--- src/mpeg_sys_pkg.sv ---
// shared by all parser blocks; bit order in a byte is the serial order with the first bit in bit 0
package mpeg_sys_pkg;

   typedef logic [7:0] byte_t;

   // code bytes after the 00 00 01 prefix
   localparam byte_t PACK_CODE     = 8'hBA;
   localparam byte_t SYS_CODE      = 8'hBB;
   localparam byte_t END_CODE      = 8'hB9;
   localparam byte_t PRIVATE2_ID   = 8'hBF;
   localparam byte_t PACKET_ID_MIN = 8'hBC;   // ids from here up are packets
   localparam byte_t STUFF_BYTE    = 8'hFF;
   localparam byte_t NO_TS_BYTE    = 8'h0F;

   localparam int SCR_BYTES       = 5;
   localparam int MUX_BYTES       = 3;
   localparam int RATE_BYTES      = 3;
   localparam int FLAG_BYTES      = 2;
   localparam int SYS_FIXED_BYTES = 6;         // rate bound, flags and reserved byte

   localparam int TS_W = 33;
   typedef logic [TS_W-1:0] ts_t;

   localparam logic [1:0] STD_PREFIX   = 2'b01;
   localparam logic [3:0] TS_KIND_PTS  = 4'b0010;
   localparam logic [3:0] TS_KIND_BOTH = 4'b0011;

   // sequencer states
   localparam logic [2:0] SEQ_HUNT = 3'd0;
   localparam logic [2:0] SEQ_PACK = 3'd1;
   localparam logic [2:0] SEQ_SYS  = 3'd2;
   localparam logic [2:0] SEQ_PKT  = 3'd3;
   localparam logic [2:0] SEQ_END  = 3'd4;

   // packet parser phases
   localparam logic [2:0] PKT_LEN_HI = 3'd0;
   localparam logic [2:0] PKT_LEN_LO = 3'd1;
   localparam logic [2:0] PKT_HDR    = 3'd2;   // stuffing or first header byte
   localparam logic [2:0] PKT_STD    = 3'd3;   // second STD byte
   localparam logic [2:0] PKT_TS     = 3'd4;
   localparam logic [2:0] PKT_DATA   = 3'd5;

   // first byte after stuffing, either an STD field or a time stamp lead
   typedef union packed {
      struct packed {
         logic [4:0] size;
         logic       scale;
         logic [1:0] prefix;
      } std_view;
      struct packed {
         logic       marker;
         logic [2:0] top;
         logic [3:0] kind;
      } ts_view;
   } pkt_hdr_byte_u;

endpackage

--- src/field_parse_if.sv ---
// one byte-stepped field task; no back-pressure, done is a single cycle pulse
interface field_parse_if;
   import mpeg_sys_pkg::*;

   byte_t byte_data;   // current stream byte
   logic  byte_en;     // new byte this cycle
   logic  active;      // worker owns the coming bytes
   logic  done;        // worker took its last byte

   modport ctrl (output byte_data, output byte_en, output active, input done);
   modport work (input byte_data, input byte_en, input active, output done);

endinterface

--- src/byte_deserializer.sv ---
// bits arrive lsb first; alignment is fixed by the first valid bit after reset and never resyncs
module byte_deserializer (
   input  logic                clk,
   input  logic                reset,
   input  logic                bit_in,
   input  logic                bit_valid,
   output mpeg_sys_pkg::byte_t byte_data,
   output logic                byte_en
);
   logic [6:0] shift;   // first seven bits of the byte
   logic [2:0] cnt;

   always_ff @(posedge clk)
   begin
      if (reset)
      begin
         cnt     <= '0;
         byte_en <= 1'b0;
      end
      else
      begin
         byte_en <= bit_valid && (cnt == 3'd7);
         if (bit_valid)
            cnt <= cnt + 3'd1;
      end
   end

   always_ff @(posedge clk)
   begin
      if (bit_valid)
         shift <= {bit_in, shift[6:1]};
      if (bit_valid && (cnt == 3'd7))
         byte_data <= {bit_in, shift};   // first bit ends in bit 0
   end

endmodule

--- src/mpeg_sys_parser.sv ---
// serial system stream in, decoded fields out as valid strobes; no back-pressure on any output
module mpeg_sys_parser (
   input  logic                                   clk,
   input  logic                                   reset,
   input  logic                                   bit_in,
   input  logic                                   bit_valid,
   output logic                                   stream_end,
   output logic                                   pack_valid,
   output logic [mpeg_sys_pkg::SCR_BYTES*8-1:0]   scr_field,
   output logic [mpeg_sys_pkg::MUX_BYTES*8-1:0]   mux_rate_field,
   output logic                                   sys_valid,
   output logic [15:0]                            sys_len,
   output logic [mpeg_sys_pkg::RATE_BYTES*8-1:0]  rate_bound,
   output logic [mpeg_sys_pkg::FLAG_BYTES*8-1:0]  sys_flags,
   output mpeg_sys_pkg::byte_t                    stream_id,
   output logic                                   ts_valid,
   output mpeg_sys_pkg::ts_t                      pts,
   output mpeg_sys_pkg::ts_t                      dts,
   output logic                                   dts_present,
   output mpeg_sys_pkg::byte_t                    payload_data,
   output logic                                   payload_valid
);
   import mpeg_sys_pkg::*;

   byte_t      byte_data;
   byte_t      code_id;
   logic       byte_en;
   logic       code_valid;
   logic       hunt;
   logic [3:0] ts_len;

   field_parse_if pack_ps ();
   field_parse_if sys_ps ();
   field_parse_if pkt_ps ();
   field_parse_if ts_ps ();

   byte_deserializer u_deser (
      .clk(clk), .reset(reset), .bit_in(bit_in), .bit_valid(bit_valid),
      .byte_data(byte_data), .byte_en(byte_en)
   );

   start_code_detector u_detect (
      .clk(clk), .reset(reset), .byte_data(byte_data), .byte_en(byte_en),
      .hunt(hunt), .code_valid(code_valid), .code_id(code_id)
   );

   stream_sequencer u_seq (
      .clk(clk), .reset(reset), .byte_data(byte_data), .byte_en(byte_en),
      .code_valid(code_valid), .code_id(code_id), .hunt(hunt),
      .stream_id(stream_id), .stream_end(stream_end),
      .pack_ps(pack_ps.ctrl), .sys_ps(sys_ps.ctrl), .pkt_ps(pkt_ps.ctrl)
   );

   pack_header_parser u_pack (
      .clk(clk), .reset(reset), .ps(pack_ps.work),
      .scr_field(scr_field), .mux_rate_field(mux_rate_field), .pack_valid(pack_valid)
   );

   system_header_parser u_sys (
      .clk(clk), .reset(reset), .ps(sys_ps.work), .sys_len(sys_len),
      .rate_bound(rate_bound), .sys_flags(sys_flags), .sys_valid(sys_valid)
   );

   packet_parser u_pkt (
      .clk(clk), .reset(reset), .stream_id(stream_id), .ps(pkt_ps.work),
      .ts_ps(ts_ps.ctrl), .ts_done_len(ts_len),
      .payload_data(payload_data), .payload_valid(payload_valid)
   );

   time_stamp_decoder u_ts (
      .clk(clk), .reset(reset), .ps(ts_ps.work), .pts(pts), .dts(dts),
      .ts_valid(ts_valid), .dts_present(dts_present), .ts_len(ts_len)
   );

endmodule

--- src/pack_header_parser.sv ---
// fields keep their marker bits; values change only when pack_valid pulses
module pack_header_parser (
   input  logic                                   clk,
   input  logic                                   reset,
   field_parse_if.work                            ps,
   output logic [mpeg_sys_pkg::SCR_BYTES*8-1:0]   scr_field,
   output logic [mpeg_sys_pkg::MUX_BYTES*8-1:0]   mux_rate_field,
   output logic                                   pack_valid
);
   import mpeg_sys_pkg::*;

   logic [2:0]                                cnt;
   logic [(SCR_BYTES + MUX_BYTES - 1)*8-1:0]  shift;   // all but the last byte

   assign pack_valid = ps.done;

   always_ff @(posedge clk)
   begin
      if (reset)
      begin
         cnt     <= '0;
         ps.done <= 1'b0;
      end
      else
      begin
         ps.done <= 1'b0;
         if (!ps.active)
            cnt <= '0;
         else if (ps.byte_en)
         begin
            cnt <= cnt + 3'd1;
            if (cnt == 3'(SCR_BYTES + MUX_BYTES - 1))
               ps.done <= 1'b1;
         end
      end
   end

   always_ff @(posedge clk)
   begin
      if (ps.active && ps.byte_en)
      begin
         shift <= {shift[$bits(shift)-9:0], ps.byte_data};   // msb byte first
         if (cnt == 3'(SCR_BYTES + MUX_BYTES - 1))
            {scr_field, mux_rate_field} <= {shift, ps.byte_data};
      end
   end

endmodule

--- src/packet_parser.sv ---
// STD field is parsed and dropped; a packet with no payload ends one cycle after its last byte
module packet_parser (
   input  logic                clk,
   input  logic                reset,
   input  mpeg_sys_pkg::byte_t stream_id,
   field_parse_if.work         ps,
   field_parse_if.ctrl         ts_ps,
   input  logic [3:0]          ts_done_len,
   output mpeg_sys_pkg::byte_t payload_data,
   output logic                payload_valid
);
   import mpeg_sys_pkg::*;

   logic [2:0]    phase;
   logic [15:0]   remaining;   // bytes left after the length field
   byte_t         len_hi;
   pkt_hdr_byte_u hdr;
   logic          ts_lead;     // this byte starts the time stamp field

   assign hdr = ps.byte_data;
   assign ts_lead = (phase == PKT_HDR) && ps.byte_en && (ps.byte_data != STUFF_BYTE)
                    && (hdr.std_view.prefix != STD_PREFIX);

   assign ts_ps.byte_data = ps.byte_data;
   assign ts_ps.byte_en   = ps.byte_en;
   assign ts_ps.active    = ts_lead || (phase == PKT_TS);

   always_ff @(posedge clk)
   begin
      if (reset)
      begin
         phase         <= PKT_LEN_HI;
         remaining     <= '0;
         ps.done       <= 1'b0;
         payload_valid <= 1'b0;
      end
      else
      begin
         ps.done       <= 1'b0;
         payload_valid <= 1'b0;
         if (!ps.active)
            phase <= PKT_LEN_HI;
         else if (phase == PKT_TS)
         begin
            if (ts_ps.done)
            begin
               remaining <= remaining - 16'(ts_done_len);
               phase     <= PKT_DATA;
               if (remaining == 16'(ts_done_len))
                  ps.done <= 1'b1;   // no payload
            end
         end
         else if (ps.byte_en)
         begin
            case (phase)
               PKT_LEN_HI: phase <= PKT_LEN_LO;
               PKT_LEN_LO:
               begin
                  remaining <= {len_hi, ps.byte_data};
                  phase     <= (stream_id == PRIVATE2_ID) ? PKT_DATA : PKT_HDR;
                  if ({len_hi, ps.byte_data} == 16'd0)
                     ps.done <= 1'b1;
               end
               PKT_HDR:
               begin
                  if (ts_lead)
                     phase <= PKT_TS;   // decoder counts the lead byte
                  else
                  begin
                     remaining <= remaining - 16'd1;
                     if (hdr.std_view.prefix == STD_PREFIX)
                        phase <= PKT_STD;
                  end
               end
               PKT_STD:
               begin
                  remaining <= remaining - 16'd1;
                  phase     <= PKT_HDR;
               end
               PKT_DATA:
               begin
                  payload_valid <= 1'b1;
                  remaining     <= remaining - 16'd1;
                  if (remaining == 16'd1)
                     ps.done <= 1'b1;
               end
               default: phase <= PKT_LEN_HI;
            endcase
         end
      end
   end

   always_ff @(posedge clk)
   begin
      if (ps.active && ps.byte_en)
      begin
         if (phase == PKT_LEN_HI)
            len_hi <= ps.byte_data;
         if (phase == PKT_DATA)
            payload_data <= ps.byte_data;
      end
   end

endmodule

--- src/start_code_detector.sv ---
// matches only while hunt is high; two or more zero bytes followed by 01 count as a prefix
module start_code_detector (
   input  logic                clk,
   input  logic                reset,
   input  mpeg_sys_pkg::byte_t byte_data,
   input  logic                byte_en,
   input  logic                hunt,
   output logic                code_valid,
   output mpeg_sys_pkg::byte_t code_id
);
   logic [1:0] zeros;        // zero bytes seen, stops at 2
   logic       prefix_seen;  // next byte is the code

   always_ff @(posedge clk)
   begin
      if (reset)
      begin
         zeros       <= '0;
         prefix_seen <= 1'b0;
         code_valid  <= 1'b0;
      end
      else
      begin
         code_valid <= 1'b0;
         if (!hunt)
         begin
            zeros       <= '0;
            prefix_seen <= 1'b0;
         end
         else if (byte_en)
         begin
            if (prefix_seen)
            begin
               code_valid  <= 1'b1;
               prefix_seen <= 1'b0;
               zeros       <= '0;
            end
            else if (byte_data == 8'h00)
            begin
               if (zeros != 2'd2)
                  zeros <= zeros + 2'd1;
            end
            else
            begin
               prefix_seen <= (zeros == 2'd2) && (byte_data == 8'h01);
               zeros       <= '0;
            end
         end
      end
   end

   always_ff @(posedge clk)
   begin
      if (hunt && byte_en && prefix_seen)
         code_id <= byte_data;
   end

endmodule

--- src/stream_sequencer.sv ---
// one worker at a time; codes other than pack, system, end and packet ids are skipped
module stream_sequencer (
   input  logic                clk,
   input  logic                reset,
   input  mpeg_sys_pkg::byte_t byte_data,
   input  logic                byte_en,
   input  logic                code_valid,
   input  mpeg_sys_pkg::byte_t code_id,
   output logic                hunt,
   output mpeg_sys_pkg::byte_t stream_id,
   output logic                stream_end,
   field_parse_if.ctrl         pack_ps,
   field_parse_if.ctrl         sys_ps,
   field_parse_if.ctrl         pkt_ps
);
   import mpeg_sys_pkg::*;

   logic [2:0] state;

   assign hunt       = (state == SEQ_HUNT);
   assign stream_end = (state == SEQ_END);   // held until reset

   assign pack_ps.byte_data = byte_data;
   assign pack_ps.byte_en   = byte_en;
   assign pack_ps.active    = (state == SEQ_PACK);
   assign sys_ps.byte_data  = byte_data;
   assign sys_ps.byte_en    = byte_en;
   assign sys_ps.active     = (state == SEQ_SYS);
   assign pkt_ps.byte_data  = byte_data;
   assign pkt_ps.byte_en    = byte_en;
   assign pkt_ps.active     = (state == SEQ_PKT);

   always_ff @(posedge clk)
   begin
      if (reset)
         state <= SEQ_HUNT;
      else
      begin
         case (state)
            SEQ_HUNT:
               if (code_valid)
               begin
                  if (code_id == PACK_CODE)
                     state <= SEQ_PACK;
                  else if (code_id == SYS_CODE)
                     state <= SEQ_SYS;
                  else if (code_id == END_CODE)
                     state <= SEQ_END;
                  else if (code_id >= PACKET_ID_MIN)
                     state <= SEQ_PKT;
               end
            SEQ_PACK: if (pack_ps.done) state <= SEQ_HUNT;
            SEQ_SYS:  if (sys_ps.done) state <= SEQ_HUNT;
            SEQ_PKT:  if (pkt_ps.done) state <= SEQ_HUNT;
            default:  state <= state;   // ended
         endcase
      end
   end

   always_ff @(posedge clk)
   begin
      if (hunt && code_valid && (code_id >= PACKET_ID_MIN))
         stream_id <= code_id;
   end

endmodule

--- src/system_header_parser.sv ---
// stream bound table and reserved byte are skipped by count; a length below 5 is not handled
module system_header_parser (
   input  logic                                   clk,
   input  logic                                   reset,
   field_parse_if.work                            ps,
   output logic [15:0]                            sys_len,
   output logic [mpeg_sys_pkg::RATE_BYTES*8-1:0]  rate_bound,
   output logic [mpeg_sys_pkg::FLAG_BYTES*8-1:0]  sys_flags,
   output logic                                   sys_valid
);
   import mpeg_sys_pkg::*;

   logic [2:0]                                 idx;       // fixed byte index
   logic                                       skipping;
   logic [15:0]                                left;      // bytes still to skip
   logic [(1 + RATE_BYTES + FLAG_BYTES)*8-1:0] shift;
   logic [15:0]                                skip_len;

   // table bytes plus the reserved byte
   assign skip_len = shift[$bits(shift)-1 -: 16] - 16'(SYS_FIXED_BYTES - 1);

   always_ff @(posedge clk)
   begin
      if (reset)
      begin
         idx       <= '0;
         skipping  <= 1'b0;
         left      <= '0;
         ps.done   <= 1'b0;
         sys_valid <= 1'b0;
      end
      else
      begin
         ps.done   <= 1'b0;
         sys_valid <= 1'b0;
         if (!ps.active)
         begin
            idx      <= '0;
            skipping <= 1'b0;
         end
         else if (ps.byte_en)
         begin
            if (skipping)
            begin
               left <= left - 16'd1;
               if (left == 16'd1)
                  ps.done <= 1'b1;
            end
            else if (idx == 3'(1 + RATE_BYTES + FLAG_BYTES))
            begin
               sys_valid <= 1'b1;   // flag word complete
               skipping  <= 1'b1;
               left      <= skip_len;
               if (skip_len == 16'd0)
                  ps.done <= 1'b1;
            end
            else
               idx <= idx + 3'd1;
         end
      end
   end

   always_ff @(posedge clk)
   begin
      if (ps.active && ps.byte_en && !skipping)
      begin
         shift <= {shift[$bits(shift)-9:0], ps.byte_data};
         if (idx == 3'(1 + RATE_BYTES + FLAG_BYTES))
            {sys_len, rate_bound, sys_flags} <= {shift, ps.byte_data};
      end
   end

endmodule

--- src/time_stamp_decoder.sv ---
// lead bytes that are neither PTS nor PTS+DTS count as a single NO_TS_BYTE; markers are not checked
module time_stamp_decoder (
   input  logic              clk,
   input  logic              reset,
   field_parse_if.work       ps,
   output mpeg_sys_pkg::ts_t pts,
   output mpeg_sys_pkg::ts_t dts,
   output logic              ts_valid,
   output logic              dts_present,
   output logic [3:0]        ts_len
);
   import mpeg_sys_pkg::*;

   pkt_hdr_byte_u lead;
   logic [3:0]    pos;        // byte index in the field
   logic          two_ts;     // dts follows pts
   ts_t           acc;        // value being assembled
   ts_t           pts_hold;
   ts_t           word;       // value the current byte completes

   assign lead = ps.byte_data;
   assign word = {acc[TS_W-1:7], ps.byte_data[6:0]};

   always_ff @(posedge clk)
   begin
      if (reset)
      begin
         pos         <= '0;
         two_ts      <= 1'b0;
         ps.done     <= 1'b0;
         ts_valid    <= 1'b0;
         dts_present <= 1'b0;
      end
      else
      begin
         ps.done  <= 1'b0;
         ts_valid <= 1'b0;
         if (!ps.active)
            pos <= '0;
         else if (ps.byte_en)
         begin
            pos <= pos + 4'd1;
            case (pos)
               4'd0:
                  if (lead.ts_view.kind inside {TS_KIND_PTS, TS_KIND_BOTH})
                     two_ts <= (lead.ts_view.kind == TS_KIND_BOTH);
                  else
                     ps.done <= 1'b1;   // no time stamp
               4'd4:
                  if (!two_ts)
                  begin
                     ps.done     <= 1'b1;
                     ts_valid    <= 1'b1;
                     dts_present <= 1'b0;
                  end
               4'd9:
               begin
                  ps.done     <= 1'b1;
                  ts_valid    <= 1'b1;
                  dts_present <= 1'b1;
               end
               default: two_ts <= two_ts;
            endcase
         end
      end
   end

   always_ff @(posedge clk)
   begin
      if (ps.active && ps.byte_en)
      begin
         ts_len <= pos + 4'd1;   // bytes taken so far
         case (pos)
            4'd0, 4'd5: acc[32:30] <= lead.ts_view.top;
            4'd1, 4'd6: acc[29:22] <= ps.byte_data;
            4'd2, 4'd7: acc[21:15] <= ps.byte_data[6:0];
            4'd3, 4'd8: acc[14:7]  <= ps.byte_data;
            4'd4:
            begin
               pts_hold <= word;
               if (!two_ts)
                  pts <= word;
            end
            4'd9:
            begin
               pts <= pts_hold;
               dts <= word;
            end
            default: acc <= acc;
         endcase
      end
   end

endmodule
--- config.mk ---
export PLATFORM = sky130hd
export DESIGN_NAME = mpeg_sys_parser
export DESIGN_NICKNAME = d
export VERILOG_FILES = /design/src/mpeg_sys_pkg.sv /design/src/field_parse_if.sv /design/src/byte_deserializer.sv /design/src/mpeg_sys_parser.sv /design/src/pack_header_parser.sv /design/src/packet_parser.sv /design/src/start_code_detector.sv /design/src/stream_sequencer.sv /design/src/system_header_parser.sv /design/src/time_stamp_decoder.sv
export SDC_FILE = /design/constraint.sdc
export NUM_CORES = 1
export LEC_CHECK = 0
export BUFFER_PORTS_ARGS = -buffer_cell sky130_fd_sc_hd__buf_2
export CAP_MARGIN = 10
export CORE_ASPECT_RATIO = 0.5
export CORE_MARGIN = 2
export CORE_UTILIZATION = 45
export DETAILED_ROUTE_END_ITERATION = 7
export PLACE_DENSITY = 0.77
export SLEW_MARGIN = 20
export SYNTH_ARGS = -nofsm -noshare
export SYNTH_HDL_FRONTEND = slang
export SYNTH_HIERARCHICAL = 1
export SYNTH_SLANG_ARGS = --single-unit
--- constraint.sdc ---
create_clock -name clk -period 4.9 [get_ports clk]
set_input_delay 0.98 -clock clk [delete_from_list [all_inputs] [get_ports clk]]
set_output_delay 0.98 -clock clk [all_outputs]
set_load 0.005 [all_outputs]
Word-level counts from Yosys, hierarchy flattened
Cells that the tools add are included.
{"block": "word_totals", "output_inout_bits": 208, "reg_bits": 466, "word_cells": 223}
{"block": "classes", "n_addsub": 9, "n_eq_ne": 47, "mux": 52, "n_bitwise": 8, "reduce_logical": 63, "order_cmp": 1}
{"op": "$mux 16", "count": 6}
{"op": "$pmux 33 s2", "count": 1}
{"op": "$pmux 16 s3", "count": 1}
{"op": "$mux 3", "count": 14}
{"op": "$mux 33", "count": 1}
{"op": "$eq 16x1->1 const B", "count": 2}
{"op": "$eq 8x8->1 const B", "count": 4}
{"op": "$logic_not 16->1", "count": 2}
{"op": "$sub 16x1->16 const B", "count": 2}
{"op": "$reduce_and 2->1", "count": 11}
{"op": "$mux 1", "count": 20}
{"op": "$reduce_or 2->1", "count": 10}
{"op": "$eq 3x3->1 const B", "count": 6}
{"op": "$eq 16x4->1", "count": 1}
{"op": "$eq 4x2->1 const B", "count": 4}
{"op": "$eq 4x3->1 const B", "count": 4}
{"op": "$sub 16x3->16 const B", "count": 1}
{"op": "$sub 16x4->16", "count": 1}
{"op": "$pmux 3 s5", "count": 1}
{"op": "$logic_and 1x1->1", "count": 14}
{"op": "$eq 3x2->1 const B", "count": 4}
{"op": "$ne 2x2->1 const B", "count": 6}
{"op": "$pmux 3 s4", "count": 1}
{"op": "$reduce_and 4->1", "count": 3}
{"op": "other kinds (32)", "count": 60}

Longest topological paths before layout
Gate-level depths: netlist of the first run.
{"block": "depth", "depth_word": 8, "mapped_depth": 9, "depth_no_buf": 9}

Cells and area by module
Netlist of the first run, hierarchy kept.
{"mod": "system_header_parser", "cells_each": 319, "area_per_inst_um2": 4779.6, "instances": 1}
{"mod": "time_stamp_decoder", "cells_each": 226, "area_per_inst_um2": 4774.6, "instances": 1}
{"mod": "pack_header_parser", "cells_each": 137, "area_per_inst_um2": 3782.4, "instances": 1}
{"mod": "packet_parser", "cells_each": 294, "area_per_inst_um2": 2516.2, "instances": 1}
{"mod": "stream_sequencer", "cells_each": 69, "area_per_inst_um2": 709.4, "instances": 1}
{"mod": "byte_deserializer", "cells_each": 29, "area_per_inst_um2": 611.8, "instances": 1}
{"mod": "start_code_detector", "cells_each": 33, "area_per_inst_um2": 456.7, "instances": 1}

Least setup slack after synthesis of the first run
Ideal clock, no wire load.
{"block": "synth_timing", "kind": "register to register", "from": "register u_pkt.phase[1]", "to": "register u_ts.pts_hold[0], enable pin", "t_required_ns": 4.394, "n_path_buf": 2, "period_less_slack_ns": 5.053, "arrival_time_ns": 4.547, "path_slack_ns": -0.153, "path_stages_with_launch": 8, "cell_sequence": "dfxtp_1 clkbuf_1 nand2b_1 nor2_1 or2_2 nand2_1 clkbuf_1 nor4_1"}
{"block": "synth_via", "elab_chain_cells": 7, "word_cells_on_any_way": 8, "classes_between": "eq/ne (2); reduce/logical (6)"}
{"element": "start: declaration", "line_no": "packet_parser.sv:14", "rtl": "logic [2:0] phase;"}
{"element": "start signal: assignment", "line_no": "packet_parser.sv:60", "rtl": "phase <= (stream_id == PRIVATE2_ID) ? PKT_DATA : PKT_HDR;"}
{"element": "$eq 3x2->1", "line_no": "packet_parser.sv:21", "rtl": "assign ts_lead = (phase == PKT_HDR) && ps.byte_en && (ps.byte_data != STUFF_BYTE)"}
{"element": "$logic_and 1x1->1 (2 in a row)", "line_no": "packet_parser.sv:21"}
{"element": "$logic_and 1x1->1", "line_no": "packet_parser.sv:22", "rtl": "&& (hdr.std_view.prefix != STD_PREFIX);"}
{"element": "$logic_or 1x1->1 (*)", "line_no": "packet_parser.sv:26", "rtl": "assign ts_ps.active = ts_lead || (phase == PKT_TS);"}
{"element": "named net ts_ps.active", "line_no": "field_parse_if.sv:7", "rtl": "logic active;"}
{"element": "$logic_and 1x1->1 (*)", "line_no": "time_stamp_decoder.sv:70", "rtl": "if (ps.active && ps.byte_en)"}
{"element": "$reduce_and 2->1 (no source line) (*)"}
{"element": "end signal: assignment", "line_no": "time_stamp_decoder.sv:80", "rtl": "pts_hold <= word;"}
{"element": "end: declaration", "line_no": "time_stamp_decoder.sv:18", "rtl": "ts_t pts_hold;"}
The timed path passes the listed nets; every way through them passes the cells marked *.
A chain may end at the register's enable or synchronous reset.

Worst setup path in the final report of the first run
{"block": "layout_timing", "from": "register u_pkt.phase[1]", "to": "register u_ts.dts[8], enable pin"}
{"block": "layout_via", "elab_chain_cells": 7, "word_cells_on_any_way": 8, "classes_between": "eq/ne (2); reduce/logical (6)"}
{"element": "$eq 3x2->1", "line_no": "packet_parser.sv:21"}
{"element": "$logic_and 1x1->1 (2 in a row)", "line_no": "packet_parser.sv:21"}
{"element": "$logic_and 1x1->1", "line_no": "packet_parser.sv:22"}
{"element": "$logic_or 1x1->1 (*)", "line_no": "packet_parser.sv:26"}
{"element": "named net ts_ps.active", "line_no": "field_parse_if.sv:7"}
{"element": "$logic_and 1x1->1 (*)", "line_no": "time_stamp_decoder.sv:70"}
{"element": "$reduce_and 2->1 (no source line) (*)"}
{"element": "end signal: assignment", "line_no": "time_stamp_decoder.sv:87", "rtl": "dts <= word;"}
{"element": "end: declaration", "line_no": "time_stamp_decoder.sv:7", "rtl": "output mpeg_sys_pkg::ts_t dts,"}
Marked as above.

==> impl_metrics.json, run 1 <==
{
  "grt_pass1_vias": 9739,
  "required_ns": 5.06,
  "antenna_found_initial": 0,
  "diodes": 0,
  "async_flop_share_pct": 0,
  "crit_path_end_kind": "flip-flop",
  "hold-path-cell-count": 0,
  "cp_data_arrival_time_ns": 3.30,
  "switching_power_w": 0.001424,
  "synth-main-ff-cell": "edfxtp_1",
  "finalSetupTns_ns": 0,
  "syn_nets": 1133,
  "hpwlAfterDp_um": 24300,
  "crit_start": "u_pkt/phase[1]$_SDFFE_PP0P_",
  "cap_violations": 0,
  "die-area_um2": 40880,
  "drv_slew": 0,
  "slew_headroom_pct": 29.99,
  "cts_resized": 0,
  "grt_pass1_wl_um": 56410,
  "ant_nets": 0,
  "synth_area_um2": 17630,
  "clkPwrFrac_pct": 43.5,
  "grt_usage_pct": 17.73,
  "drt_iter0_drc": 1001,
  "die_x_um": 283.9,
  "worstHoldPathType": "flip-flop to flip-flop",
  "r2r_end": "u_ts/dts[8]$_DFFE_PP_",
  "p_comb_share_pct": 0.3,
  "synth_area_leaders": "edfxtp_1 (68%), dfxtp_1 (7.5%), mux2_2 (2.2%)",
  "max_stage_delay_ns": 0.92,
  "syn_inst": 1107,
  "p_sw_share_pct": 18.79,
  "finalNetCount": 1336,
  "critPathKind": "flip-flop to flip-flop",
  "dr.pass1.iters": 6,
  "clockRootBuffer": "clkbuf_16",
  "die_h_um": 144.0,
  "fin_crit_sh_pct": 64.12,
  "rsz0062_at_grt": "no",
  "insertion_delay_ns": 0.55,
  "r2r-start": "u_pkt/phase[1]$_SDFFE_PP0P_",
  "cts_buffers": 41,
  "clk_pin_slew_worst_paths_ns": 0.06,
  "seq_power_share_pct": 56.1,
  "ioPinCount": 212,
  "clock_tree.buffer_depth": 3,
  "p_leak_nw": 7.189,
  "area_delta_synth_final_pct": 16.19,
  "synth_edf_count": 400,
  "ys_ff_latch": 466,
  "clock_skew_ns": 0.02409,
  "layout_commonest_cell": "edfxtp_1",
  "tritoncts": "built",
  "synth_top_area_share_pct": 68.13,
  "post_cts_buffers": 0,
  "crit_chain": "nor2b_1 > and2_1 > and3b_1 > or2_2 > nand2_1 > nor2_4",
  "yosysWarnings": 6,
  "final_cell_mix": "edfxtp_1 (400), buf_2 (211), dfxtp_1 (66)",
  "drive_gt1_share_pct": 27.50,
  "vdd.ir_drop.worst_v": 0.0002172,
  "synth.avg_cell_area_um2": 15.93,
  "cts_num_sinks": 466,
  "setup_viol": 0,
  "holdBufCountCts": 0,
  "p_int_w": 0.006154,
  "grt_max_degree": 57,
  "cp-start-kind": "flip-flop",
  "reg2reg_depth": 6,
  "vias": 9971,
  "wl_um": 37360,
  "initial_utilization_pct": 45.52,
  "drc": 0,
  "crit_slowest_cell": "nor2_4",
  "r2r_slack_ns": 1.76,
  "tightest_slew_ns": 1.048,
  "htreeDepth": 2,
  "fp.coreArea_um2": 38730,
  "synth_top_area_cell": "edfxtp_1",
  "via_per_inst": 5.326,
  "p_per_area_nw_per_um2": 369.9,
  "fmax_mhz": 318.3,
  "overflow": 0,
  "crit_end": "u_ts/dts[8]$_DFFE_PP_",
  "hold_violations": 0,
  "synth_cell_type_count": 85,
  "num_rows": 51,
  "fin_util_pct": 52.89,
  "min_period_ns": 3.142,
  "synth-seq-area-share_pct": 75.62,
  "gp_congestion": 0.8671,
  "routedWlPerCell_um": 19.96,
  "status": "completed",
  "place.port_buffers": 211,
  "critPathMaxFanout": 33
}
logic make-up after synthesis:
kind of cell,synth area share (%)
muxes,2.860
buffers and inverters,3.300
DFF,75.62
AOI/OAI and AO/OA,6.196
adders and majority gates,1.604
xor gates and xnor gates,1.490
and+or+nand+nor,8.928
area by class of cell:
type	instances	area, um^2
fillers	3064	18250
flip-flops and latches	466	13330
multi-input cells	539	3777
repair buffers	232	1214
clock buffers	48	1114
well taps	530	663.1
clock inverters	27	272.8
inverters	30	112.6
synth_stat cells (21+ instances only):
cell type,instances
nand2_1,42
buf_4,40
ha_1,21
mux2_2,35
edfxtp_1,400
dfxtp_1,66
inv_1,29
a21oi_1,47
nor2_1,63
o21ai_0,33
nor3_1,36
through the flow:
stage / power (W) / setup WS [ns] / hold slack, ns / area (um^2) / cells
4_1_cts: 0.007637 / 1.690 / 0.4233 / 20470 / 1872
6_report: 0.007579 / 1.758 / 0.4221 / 20490 / 1872
5_1_grt: 0.007785 / 1.578 / 0.4373 / 20490 / 1872
3_5_place_dp: 0.004365 / 1.750 / 0.4079 / 19080 / 1797
2_1_floorplan: 0.004352 / 1.239 / 0.4003 / 17640 / 1107
3_3_place_gp: 0.004363 / 1.956 / 0.4013 / 19080 / 1797
sequential cells by signal, summed over array words and instances, names as in the netlist, 26 cells and up:
register and cells:
u_ts/pts 33, u_ts/dts 33, u_ts/acc 26, u_sys/shift 48, u_pack/shift 56, u_pack/scr_field 40, u_ts/pts_hold 33
power groups by stage:
stage / Combinational, W / Sequential, W / Clock (W)
after floorplan: 0.0000125 / 0.00434 / 0
after global routing: 0.0000268 / 0.00425 / 0.00351
final: 0.0000245 / 0.00425 / 0.00330
after detailed placement: 0.0000243 / 0.00434 / 0
after CTS: 0.0000247 / 0.00425 / 0.00336
after global placement: 0.0000233 / 0.00434 / 0
worst min path at each step:
stage,start,endpoint,slack [ns]
5_1_grt,u_pack/shift[55]$_DFFE_PN_,u_pack/scr_field[39]$_DFFE_PP_,0.44
3_5_place_dp,u_pack/shift[54]$_DFFE_PN_,u_pack/scr_field[38]$_DFFE_PP_,0.41
3_3_place_gp,u_pack/shift[53]$_DFFE_PN_,u_pack/scr_field[37]$_DFFE_PP_,0.40
4_1_cts,u_pack/shift[54]$_DFFE_PN_,u_pack/scr_field[38]$_DFFE_PP_,0.42
6_report,u_pack/shift[54]$_DFFE_PN_,u_pack/scr_field[38]$_DFFE_PP_,0.42
2_1_floorplan,u_deser/shift[0]$_DFFE_PP_,u_deser/byte_data[0]$_DFFE_PP_,0.40
layer usage:
layer / wire length [um] / GRT usage (%) / up-vias
met4: 860 / 5.764 / 0
met1: 15370 / 22.82 / 4960
met5: 0 / 0 / -
li1: - / - / 4610
met3: 2083 / 2.937 / 66
met2: 19050 / 30.96 / 335
worst max-delay path, delay by kind of cell, from the launching register on:
family        cells  cell delay, ns
flops             1            0.58
simple gates      6            2.15
Power figures use the tool's default switching activity.
==> run 2: changes to the inputs <==
- clock period: 4.9 -> 2.8 ns (I/O delays scaled with it)
==> run 2 against run 1 <==
Power rose by 69%. Routed wire length grew 0.50%. Die area unchanged. Hold slack lost 0.21 ns. Clock skew fell by 0.0066 ns. Clock-buffer cell count grew 9. Cell area rose by 0.53%. Sequential share of layout area fell by 0.34 points. Clock power is 62% higher. Maximum frequency grew 22%. Setup slack worse by 1.5 ns. Largest cell class unchanged.
==> impl_metrics.json, run 2 (synthesized netlist as in run 1, its figures left out) <==
{
  "max_stage_delay_ns": 0.59,
  "finalNetCount": 1352,
  "hold-path-cell-count": 1,
  "grt_max_degree": 57,
  "layout_commonest_cell": "edfxtp_1",
  "drive_gt1_share_pct": 28.20,
  "overflow": 0,
  "clock_tree.buffer_depth": 3,
  "rsz0062_at_grt": "no",
  "hold_violations": 0,
  "initial_utilization_pct": 45.52,
  "worstHoldPathType": "primary input to flip-flop",
  "via_per_inst": 5.409,
  "insertion_delay_ns": 0.55,
  "grt_usage_pct": 17.78,
  "die_h_um": 144.0,
  "finalPower_w": 0.01282,
  "hold_path_startpoint": "bit_in",
  "p_int_w": 0.01037,
  "die_x_um": 283.9,
  "gp_congestion": 0.8666,
  "critPathKind": "flip-flop to flip-flop",
  "area_delta_synth_final_pct": 16.81,
  "post_cts_buffers": 0,
  "holdBufCountCts": 0,
  "final_area_um2": 20590,
  "drv_slew": 0,
  "p_sw_share_pct": 19.13,
  "drt_iter0_drc": 960,
  "grt_pass1_wl_um": 56440,
  "fin_crit_sh_pct": 92.14,
  "slew_headroom_pct": 43.73,
  "cap_violations": 0,
  "seq_power_share_pct": 58.1,
  "setup_ws_ns": 0.2200,
  "wl_um": 37550,
  "diodes": 0,
  "drc": 0,
  "clk_pin_slew_worst_paths_ns": 0.06,
  "crit_path_end_kind": "flip-flop",
  "grtUsageMet1_pct": 21.71,
  "fp.coreArea_um2": 38730,
  "nFillCells": 3019,
  "tritoncts": "built",
  "hpwlAfterDp_um": 24790,
  "reg2reg_depth": 8,
  "p_per_area_nw_per_um2": 622.6,
  "crit_start": "u_pkt/phase[1]$_SDFFE_PP0P_",
  "p_leak_nw": 7.238,
  "final_cell_mix": "edfxtp_1 (400), buf_2 (211), dfxtp_1 (66)",
  "cp-start-kind": "flip-flop",
  "critPathMaxFanout": 14,
  "critPathMostFrequentCell": "buf_4",
  "min_period_ns": 2.580,
  "num_rows": 51,
  "dr.pass1.iters": 5,
  "cts_num_sinks": 466,
  "fmax_mhz": 387.6,
  "cts_buffers": 40,
  "htreeDepth": 2,
  "clock_skew_ns": 0.01745,
  "cp_data_arrival_time_ns": 2.83,
  "grt_pass1_vias": 10041,
  "ant_nets": 0,
  "regArea_um2": 13330,
  "use_met3_pct": 3.143,
  "busiest_layer": "met2",
  "cts_resized": 0,
  "p_comb_share_pct": 0.4,
  "required_ns": 3.05,
  "placed_cell_area_um2": 19320,
  "place.port_buffers": 211,
  "vdd.ir_drop.worst_v": 0.0004926,
  "top_register": "u_pack/shift",
  "multi_input_comb_area_um2": 3775,
  "status": "completed",
  "ioPinCount": 212,
  "r2r-start": "u_pkt/phase[1]$_SDFFE_PP0P_",
  "setup_viol": 0,
  "antenna_found_initial": 0,
  "tightest_slew_ns": 0.8364,
  "switching_power_w": 0.002453,
  "met2_usage_pct": 31.72,
  "pre_cts_slack_ns": 0.2791,
  "fin_util_pct": 53.17,
  "largest_reg_flops": 56,
  "finalSetupTns_ns": 0,
  "clkPwrFrac_pct": 41.6,
  "die-area_um2": 40880,
  "vias": 10213,
  "clockRootBuffer": "clkbuf_16",
  "crit_chain": "nor2b_2 > and2_1 > and3b_2 > or2_4 > nand2_2 > buf_4 > nor3_1 > buf_4",
  "routedWlPerCell_um": 19.89,
  "crit_slowest_cell": "dfxtp_1"
}
-- run 2: metal layers --
| metal | part of all wire, % | vias to the layer above | routed length [um] |
|---|---|---|---|
| li1 | - | 4642 | - |
| met1 | 39 | 5078 | 14490 |
| met2 | 52 | 409 | 19550 |
| met3 | 6.1 | 84 | 2273 |
| met4 | 3.3 | 0 | 1232 |
| met5 | 0 | - | 0 |
-- run 2: path summary, 6_finish.rpt --
| path | slack, ns | end |
|---|---|---|
| hold / removal | 0.21 | u_deser/byte_data[7]$_DFFE_PP_ |
| setup reg to reg | 0.22 | u_ts/acc[11]$_DFFE_PP_ |
| setup / recovery | 0.22 | u_ts/acc[11]$_DFFE_PP_ |
| hold reg to reg | 0.42 | u_pack/scr_field[32]$_DFFE_PP_ |
-- run 2: cell type report --
class | count | share of cell area [%]
clock buffers | 57 | 5.426
repair buffers | 249 | 6.999
multi-input cells | 539 | 18.33
clock inverters | 17 | 0.7352
inverters | 30 | 0.5468
well taps | 530 | 3.220
flip-flops and latches | 466 | 64.74
-- run 2: worst max-delay path, delay by kind of cell, from the launching register on --
family | cells | cell delay (ns)
AND/OR/NAND/NOR | 6 | 1.25
buffers and inverters | 2 | 0.44
flip-flops | 1 | 0.59
-- run 2: per-stage QoR --
stage | hold WS (ns) | instances
after floorplan | 0.4003 | 1107
after global placement | 0.4028 | 1814
after detailed placement | 0.4079 | 1814
after CTS | 0.1915 | 1888
after global routing | 0.1983 | 1888
final | 0.2132 | 1888
-- run 2: power by group through the flow --
stage | Clock, W | Combinational, W | Sequential, W
final | 0.00533 | 0.0000469 | 0.00744
after global routing | 0.00571 | 0.0000510 | 0.00744
after CTS | 0.00544 | 0.0000476 | 0.00744
after detailed placement | 0 | 0.0000473 | 0.00760
after global placement | 0 | 0.0000443 | 0.00759
after floorplan | 0 | 0.0000218 | 0.00759
